## src/logic/execPkg.sv

```systemverilog
// Types shared by the data-processing execute cluster
// Opcode and shift encodings with the NZCV flag struct
// Request, shift-stage and result payloads

package execPkg;

    parameter int dataW = 32; // Data word width

    // ARM data-processing opcodes
    // Codes without a name here behave as MOV in the ALU
    typedef enum logic [3:0] {
        OpAnd = 4'b0000,
        OpEor = 4'b0001,
        OpSub = 4'b0010,
        OpRsb = 4'b0011,
        OpAdd = 4'b0100,
        OpAdc = 4'b0101,
        OpSbc = 4'b0110,
        OpOrr = 4'b1100,
        OpMov = 4'b1101,
        OpBic = 4'b1110,
        OpMvn = 4'b1111
    } aluOpT;

    // Operand 2 shift encodings, instruction bits [6:5]
    typedef enum logic [1:0] {
        ShLsl = 2'b00,
        ShLsr = 2'b01,
        ShAsr = 2'b10,
        ShRor = 2'b11
    } shiftTypeT;

    typedef struct packed {
        logic n;
        logic z;
        logic c;
        logic v;
    } flagsT;

    // Decoded operation as it enters the cluster
    typedef struct packed {
        aluOpT            op;
        shiftTypeT        shiftType;
        logic [4:0]       shiftAmt;
        logic             rrx;       // ROR #0 means RRX
        logic [dataW-1:0] opA;
        logic [dataW-1:0] opB;       // Unshifted operand 2
        flagsT            flagsIn;
    } execReqT;

    // Between the shifter and the ALU
    typedef struct packed {
        aluOpT            op;
        logic [dataW-1:0] opA;
        logic [dataW-1:0] shiftedB;
        logic             shiftCarry;
        flagsT            flagsIn;
    } shiftedT;

    typedef struct packed {
        logic [dataW-1:0] result;
        flagsT            flags;
    } execResT;

endpackage

```

## src/logic/barrelShifter.sv

```systemverilog
// Barrel shifter for operand 2
// LSL, LSR, ASR, ROR and RRX with the shifter carry-out

`timescale 1ns/1ps

module barrelShifter (
    input  execPkg::shiftTypeT         shiftType,
    input  logic [4:0]                 shiftAmt,
    input  logic                       rrx,
    input  logic                       carryIn,
    input  logic [execPkg::dataW-1:0]  value,
    output logic [execPkg::dataW-1:0]  shifted,
    output logic                       carryOut
);
    import execPkg::*;

    logic [dataW:0]     lslWide;  // Extra MSB catches the last bit out
    logic [dataW:0]     lsrWide;  // Extra LSB catches the last bit out
    logic [dataW:0]     asrWide;
    logic [2*dataW-1:0] rotWide;

    always_comb begin
        lslWide = {1'b0, value} << shiftAmt;
        lsrWide = {value, 1'b0} >> shiftAmt;
        asrWide = $signed({value, 1'b0}) >>> shiftAmt;
        rotWide = {value, value} >> shiftAmt;

        // Amount 0 passes through unless RRX
        shifted  = value;
        carryOut = carryIn;

        if (shiftAmt == '0) begin
            if (shiftType == ShRor && rrx) begin
                shifted  = {carryIn, value[dataW-1:1]}; // RRX
                carryOut = value[0];
            end
        end else begin
            case (shiftType)
                ShLsl: begin
                    shifted  = lslWide[dataW-1:0];
                    carryOut = lslWide[dataW];
                end
                ShLsr: begin
                    shifted  = lsrWide[dataW:1];
                    carryOut = lsrWide[0];
                end
                ShAsr: begin
                    shifted  = asrWide[dataW:1];
                    carryOut = asrWide[0];
                end
                default: begin // ROR
                    shifted  = rotWide[dataW-1:0];
                    carryOut = rotWide[dataW-1]; // Last bit rotated round
                end
            endcase
        end
    end

endmodule

```

## src/logic/aluCore.sv

```systemverilog
// Data-processing ALU
// One shared adder for the arithmetic ops, bitwise logic for the rest
// NZCV generation from the result, adder and shifter carry

`timescale 1ns/1ps

module aluCore (
    input  execPkg::aluOpT             op,
    input  logic [execPkg::dataW-1:0]  opA,
    input  logic [execPkg::dataW-1:0]  opB,
    input  logic                       shiftCarry,
    input  execPkg::flagsT             flagsIn,
    output logic [execPkg::dataW-1:0]  result,
    output execPkg::flagsT             flags
);
    import execPkg::*;

    logic [dataW-1:0] addA;
    logic [dataW-1:0] addB;
    logic             addCin;
    logic             isArith;
    logic [dataW:0]   sum;      // Bit dataW is the adder carry
    logic             overflow;
    logic [dataW-1:0] logicRes;

    // Adder operand steering
    always_comb begin
        addA    = opA;
        addB    = opB;
        addCin  = 1'b0;
        isArith = 1'b1;
        case (op)
            OpSub: begin
                addB   = ~opB;
                addCin = 1'b1;
            end
            OpRsb: begin
                addA   = opB; // B - A
                addB   = ~opA;
                addCin = 1'b1;
            end
            OpAdd: addCin = 1'b0;
            OpAdc: addCin = flagsIn.c;
            OpSbc: begin
                addB   = ~opB;
                addCin = flagsIn.c; // A - B - !C
            end
            default: isArith = 1'b0;
        endcase
    end

    assign sum      = {1'b0, addA} + {1'b0, addB} + {{dataW{1'b0}}, addCin};
    assign overflow = (addA[dataW-1] == addB[dataW-1]) && (sum[dataW-1] != addA[dataW-1]);

    always_comb begin
        case (op)
            OpAnd:   logicRes = opA & opB;
            OpEor:   logicRes = opA ^ opB;
            OpOrr:   logicRes = opA | opB;
            OpBic:   logicRes = opA & ~opB;
            OpMvn:   logicRes = ~opB;
            default: logicRes = opB; // MOV and unnamed codes
        endcase
    end

    always_comb begin
        result  = isArith ? sum[dataW-1:0] : logicRes;
        flags.n = result[dataW-1];
        flags.z = (result == '0);
        flags.c = isArith ? sum[dataW] : shiftCarry; // Not-borrow on subtract
        flags.v = isArith ? overflow : flagsIn.v;
    end

endmodule

```

## src/logic/stageReg.sv

```systemverilog
// One-entry valid/ready pipeline register
// Payload type is a parameter

`timescale 1ns/1ps

module stageReg #(
    parameter type payloadT = logic
) (
    input  logic    clk,
    input  logic    arstN,
    input  logic    inValid,
    output logic    inReady,
    input  payloadT inData,
    output logic    outValid,
    input  logic    outReady,
    output payloadT outData
);

    logic    full;
    payloadT data;

    // Empty or draining this cycle, so no bubble
    assign inReady = !full || outReady;

    always_ff @(posedge clk or negedge arstN) begin
        if (!arstN) begin
            full <= 1'b0;
        end else if (inReady) begin
            full <= inValid;
        end
    end

    always_ff @(posedge clk) begin
        if (inValid && inReady) data <= inData;
    end

    assign outValid = full;
    assign outData  = data;

endmodule

```

## src/logic/execLane.sv

```systemverilog
// One execute lane
// Stage A holds the request, the shifter feeds stage B
// ALU works on stage B's output

`timescale 1ns/1ps

module execLane (
    input  logic              clk,
    input  logic              arstN,
    input  logic              inValid,
    output logic              inReady,
    input  execPkg::execReqT  inReq,
    output logic              outValid,
    input  logic              outReady,
    output execPkg::execResT  outRes
);
    import execPkg::*;

    logic             aValid;
    logic             aReady;
    execReqT          aReq;
    logic [dataW-1:0] shOut;
    logic             shCarry;
    shiftedT          shNext;
    shiftedT          bData;
    logic [dataW-1:0] aluResult;
    flagsT            aluFlags;

    stageReg #(.payloadT(execReqT)) stageA (
        .clk(clk), .arstN(arstN),
        .inValid(inValid), .inReady(inReady), .inData(inReq),
        .outValid(aValid), .outReady(aReady), .outData(aReq)
    );

    barrelShifter shifter (
        .shiftType(aReq.shiftType), .shiftAmt(aReq.shiftAmt), .rrx(aReq.rrx),
        .carryIn(aReq.flagsIn.c), .value(aReq.opB),
        .shifted(shOut), .carryOut(shCarry)
    );

    assign shNext = '{op: aReq.op, opA: aReq.opA, shiftedB: shOut,
                      shiftCarry: shCarry, flagsIn: aReq.flagsIn};

    stageReg #(.payloadT(shiftedT)) stageB (
        .clk(clk), .arstN(arstN),
        .inValid(aValid), .inReady(aReady), .inData(shNext),
        .outValid(outValid), .outReady(outReady), .outData(bData)
    );

    aluCore alu (
        .op(bData.op), .opA(bData.opA), .opB(bData.shiftedB),
        .shiftCarry(bData.shiftCarry), .flagsIn(bData.flagsIn),
        .result(aluResult), .flags(aluFlags)
    );

    assign outRes = '{result: aluResult, flags: aluFlags}; // Combinational from stage B

endmodule

```

## src/logic/opDispatcher.sv

```systemverilog
// Round-robin dispatcher from the request port to the lanes
// Valid goes only to the pointed lane, its ready comes back

`timescale 1ns/1ps

module opDispatcher #(
    parameter int NumLanes = 4
) (
    input  logic                clk,
    input  logic                arstN,
    input  logic                reqValid,
    output logic                reqReady,
    output logic [NumLanes-1:0] laneValid,
    input  logic [NumLanes-1:0] laneReady
);

    localparam int PtrW = (NumLanes > 1) ? $clog2(NumLanes) : 1;

    logic [PtrW-1:0] lanePtr;
    logic            lastLane;

    assign lastLane = (lanePtr == PtrW'(NumLanes - 1));

    always_comb begin
        laneValid          = '0;
        laneValid[lanePtr] = reqValid;
    end

    assign reqReady = laneReady[lanePtr];

    // Step on every accepted request
    always_ff @(posedge clk or negedge arstN) begin
        if (!arstN) begin
            lanePtr <= '0;
        end else if (reqValid && reqReady) begin
            if (lastLane) begin
                lanePtr <= '0;
            end else begin
                lanePtr <= lanePtr + 1'b1;
            end
        end
    end

endmodule

```

## src/logic/resultCollector.sv

```systemverilog
// In-order round-robin drain of the lanes
// One-entry registered output port

`timescale 1ns/1ps

module resultCollector #(
    parameter int NumLanes = 4
) (
    input  logic                clk,
    input  logic                arstN,
    input  logic [NumLanes-1:0] laneValid,
    output logic [NumLanes-1:0] laneReady,
    input  execPkg::execResT    laneRes [NumLanes],
    output logic                resValid,
    input  logic                resReady,
    output execPkg::execResT    res
);

    localparam int PtrW = (NumLanes > 1) ? $clog2(NumLanes) : 1;

    logic [PtrW-1:0] drainPtr;
    logic            canTake;  // Output slot free this cycle
    logic            take;

    assign canTake = !resValid || resReady;
    assign take    = laneValid[drainPtr] && canTake;

    always_comb begin
        laneReady           = '0;
        laneReady[drainPtr] = canTake;
    end

    always_ff @(posedge clk or negedge arstN) begin
        if (!arstN) begin
            resValid <= 1'b0;
            drainPtr <= '0;
        end else begin
            if (take) resValid <= 1'b1;
            else if (resReady) resValid <= 1'b0;
            if (take) begin
                drainPtr <= (drainPtr == PtrW'(NumLanes - 1)) ? '0 : drainPtr + 1'b1;
            end
        end
    end

    always_ff @(posedge clk) begin
        if (take) res <= laneRes[drainPtr];
    end

endmodule

```

## src/logic/execCluster.sv

```systemverilog
// Execute cluster top level
// Dispatcher, NumLanes execute lanes and the in-order collector

`timescale 1ns/1ps

module execCluster #(
    parameter int NumLanes = 4
) (
    input  logic              clk,
    input  logic              arstN,
    input  logic              reqValid,
    output logic              reqReady,
    input  execPkg::execReqT  req,
    output logic              resValid,
    input  logic              resReady,
    output execPkg::execResT  res
);
    import execPkg::*;

    logic [NumLanes-1:0] laneInValid;
    logic [NumLanes-1:0] laneInReady;
    logic [NumLanes-1:0] laneOutValid;
    logic [NumLanes-1:0] laneOutReady;
    execResT             laneRes [NumLanes];

    opDispatcher #(.NumLanes(NumLanes)) dispatcher (
        .clk(clk), .arstN(arstN),
        .reqValid(reqValid), .reqReady(reqReady),
        .laneValid(laneInValid), .laneReady(laneInReady)
    );

    // Request payload fans out to every lane
    for (genvar i = 0; i < NumLanes; i++) begin : gLane
        execLane lane (
            .clk(clk), .arstN(arstN),
            .inValid(laneInValid[i]), .inReady(laneInReady[i]), .inReq(req),
            .outValid(laneOutValid[i]), .outReady(laneOutReady[i]), .outRes(laneRes[i])
        );
    end

    resultCollector #(.NumLanes(NumLanes)) collector (
        .clk(clk), .arstN(arstN),
        .laneValid(laneOutValid), .laneReady(laneOutReady), .laneRes(laneRes),
        .resValid(resValid), .resReady(resReady), .res(res)
    );

endmodule

```

## config.mk

```make
export PLATFORM = sky130hd
export DESIGN_NAME = execCluster
export DESIGN_NICKNAME = d
export VERILOG_FILES = /design/src/logic/execPkg.sv /design/src/logic/barrelShifter.sv /design/src/logic/aluCore.sv /design/src/logic/stageReg.sv /design/src/logic/execLane.sv /design/src/logic/opDispatcher.sv /design/src/logic/resultCollector.sv /design/src/logic/execCluster.sv
export SDC_FILE = /design/constraint.sdc
export NUM_CORES = 2
export LEC_CHECK = 0
export ABC_CLOCK_PERIOD_IN_PS = 17200
export BUFFER_PORTS_ARGS = -buffer_cell sky130_fd_sc_hd__buf_2
export CORE_MARGIN = 1
export CORE_UTILIZATION = 40
export DETAILED_ROUTE_END_ITERATION = 8
export PLACE_DENSITY = 0.55
export SYNTH_ARGS = -nofsm -noshare
export SYNTH_HDL_FRONTEND = slang
export SYNTH_SLANG_ARGS = --single-unit
```

## constraint.sdc

```tcl
create_clock -name clk -period 17.2 [get_ports clk]
set_input_delay 3.44 -clock clk [delete_from_list [all_inputs] [get_ports clk]]
set_output_delay 3.44 -clock clk [all_outputs]
set_load 0.05 [all_outputs]
```

==> metrics.yaml <==
synth_fa_ha_area_frac: 0.0559
yosysMostFrequentCell: "o21ai_0"
reg2regPathDepth: 23
fp-row-count: 143
synth-edff-count: 631
postSynth.asyncResetShare: 0.0202
die_x_um: 393
cts_tree: "built"
max_cap_viol_count: 0
instances_no_fill: 9550
cellLeakagePower_uw: 0.0256
netlist_area_um2: 61100
die_height_um: 393
synth_top_area_frac: 0.310
yosys_most_used_dff: "edfxtp_1"
finalCriticalPeriod_ns: 8.27
syn_area_per_cell_um2: 7.94
critPathMaxFanout: 6
finalCritPeriodShare: 0.481
gr-usage-all-layers: 0.344
core_area_um2: 152000
ys_types: 95
dp_hpwl_um: 200000
fmax_mhz: 121
firstDrtPassIters: 7
port-buffer-count: 119
yosys_warnings: 0
clk_pin_slew_ns: 0.06
hold_path.class: "reg -> reg"
insertion_delay_ns: 0.71
outcome: "complete, no violations"
ys_ff_latch: 644
critPathKind: "in -> out"
synth_top_area_cell: "edfxtp_1"
grt_first_pass_wirelength_um: 391000
crit_arrival_ns: 4.83
fin_skew_ns: 0.0281
ys_seq_area_frac: 0.315
place_congestion: 1.06
die-area_um2: 154000
worstPathCellList: "buf_2 > nand2b_1 > nand2_1 > nand3_1 > mux4_2 > buf_2"
worstMarginPinSlew_ns: 1.38
routed_wl_um: 273000
grt_overflow_total: 0
synth_nets: 8049
cts_hold_buf: 0
drc: 0
finalNetCount: 7794
slew_headroom: 0.0673
drtAntennaViolNets: 0
vias: 62600
synthTopCellsByArea: "edfxtp_1 (31%), o21ai_0 (7.5%), mux2i_1 (7.0%)"
cts-resized-gates: 0
fin_tns_setup_ns: 0
area_delta_synth_final_pct: 7.84
hold_violations: 0
post_cts_buffers: 0
synth_cells: 7697
grt_pass1_vias: 55500
fin_util: 0.434
cp-end-kind: "output port"
vias_per_cell: 6.55
io_pins: 122
rsz0062_at_grt: "false"
antenna_found_initial: 14
peakVddDrop_uv: 97.1
setup_viol_count_final: 0
start_kind: "input pin"
drtIter0Drc: 8964
cts_buffer_depth: 3
critPathMostFrequentCell: "buf_2"
cp_slowest_cell: "mux4_2"
whs_path_depth: 0
clock-sinks: 644
h-tree-depth: 3
initial_core_util: 0.403
grt_start_max_net_pins: 103
muxShareOfSynthArea: 0.0970
slew_violations: 0
synth_xor_area_frac: 0.0132
power_density_nw_per_um2: 157
finalPower_uw: 10300
required_ns: 13.76
dp.cells: 9391
clockRootBuffer: "clkbuf_16"
slowest_delay_ns: 0.49
synth_common_cells: "o21ai_0 (921), nand2_1 (905), nor2_1 (748)"
drive_gt1_frac: 0.0803
wl_per_cell_um: 28.6
synthSimpleGateAreaFrac: 0.171
cts_buffers: 79
synth_top_family_by_area: "compound AO/OA/AOI/OAI gates"
synth_compound_area_frac: 0.288
## sequential cells by signal, summed over array words and instances (netlist names)
name                        flops
dispatcher.lanePtr              2
gLane.lane.stageB.outValid      4
collector.resValid              1
collector.drainPtr              2
gLane.lane.stageB.outData     284
gLane.lane.stageA.outData     312
gLane.lane.stageA.outValid      4
collector.res                  35
## final timing paths
path                                             startpoint                          endpoint  slack (ns)
min                        gLane[0].lane.stageA.outData[43]  gLane[0].lane.stageB.outData[44]        0.40
max in group asynchronous                             arstN             collector.drainPtr[1]       14.31
min in group asynchronous                             arstN     gLane[0].lane.stageA.outValid        2.63
max reg2reg                gLane[3].lane.stageB.outData[70]                  collector.res[2]        9.52
min reg2reg                gLane[0].lane.stageA.outData[43]  gLane[0].lane.stageB.outData[44]        0.40
max                                                resReady                          reqReady        8.93
## power breakdown
part,leakage [uW],total (uW),internal (uW),switching (uW)
Clock,0.00131,1760,1000,758
Sequential,0.00595,2640,2230,407
Combinational,0.0184,5950,1930,4020
Total,0.0256,10300,5170,5180
## cell families after synthesis
family | Yosys count
XOR/XNOR | 92
flip-flops | 644
AO/OA/AOI/OAI | 2865
multiplexers | 535
AND/OR/NAND/NOR | 2350
buffers and inverters | 943
adder cells (fa/ha/maj) | 268
## worst max-delay path, delay by kind of cell
family | cells | cell delay [ns]
buffers and inverters | 2 | 0.32
multiplexers | 1 | 0.49
AND/OR/NAND/NOR | 3 | 0.58
## through the flow
| step | worst slack, ns | hold WS (ns) | instance area (um2) |
|---|---|---|---|
| floorplan | 8.97 | 0.400 | 61100 |
| global placement | 8.94 | 0.400 | 63200 |
| detailed placement | 8.93 | 0.405 | 63200 |
| CTS | 8.93 | 0.401 | 65900 |
| global route | 8.87 | 0.409 | 65900 |
| finish | 8.93 | 0.403 | 65900 |
## per-layer routing
| layer | vias up | track usage | wire length, um |
|---|---|---|---|
| met1 | 30100 | 0.494 | 117000 |
| met2 | 3656 | 0.482 | 110000 |
| met5 | - | 0 | 97 |
| li1 | 28200 | - | - |
| met3 | 587 | 0.0716 | 30200 |
| met4 | 16 | 0.173 | 15300 |
## placed cells by master, fill, tap and decap left out, types with 156 or more instances in the layout
master / instances
edfxtp_1: 631
ha_1: 260
nand2b_1: 156
nor2_1: 744
a211oi_1: 157
a21oi_1: 712
mux2i_1: 427
nand2_1: 903
a31oi_1: 161
o21ai_0: 920
inv_1: 329
## cell type report
class                   instances  area (um2)
fillers                     15400       85800
multi-input cells            6110       38400
flip-flops and latches        644       19300
well taps                    2030        2540
clock buffers                  94        2160
repair buffers                265        1690
inverters                     342        1280
clock inverters                52         499
diodes                         13        32.5
Note: power is estimated with default switching activity, not from simulation.
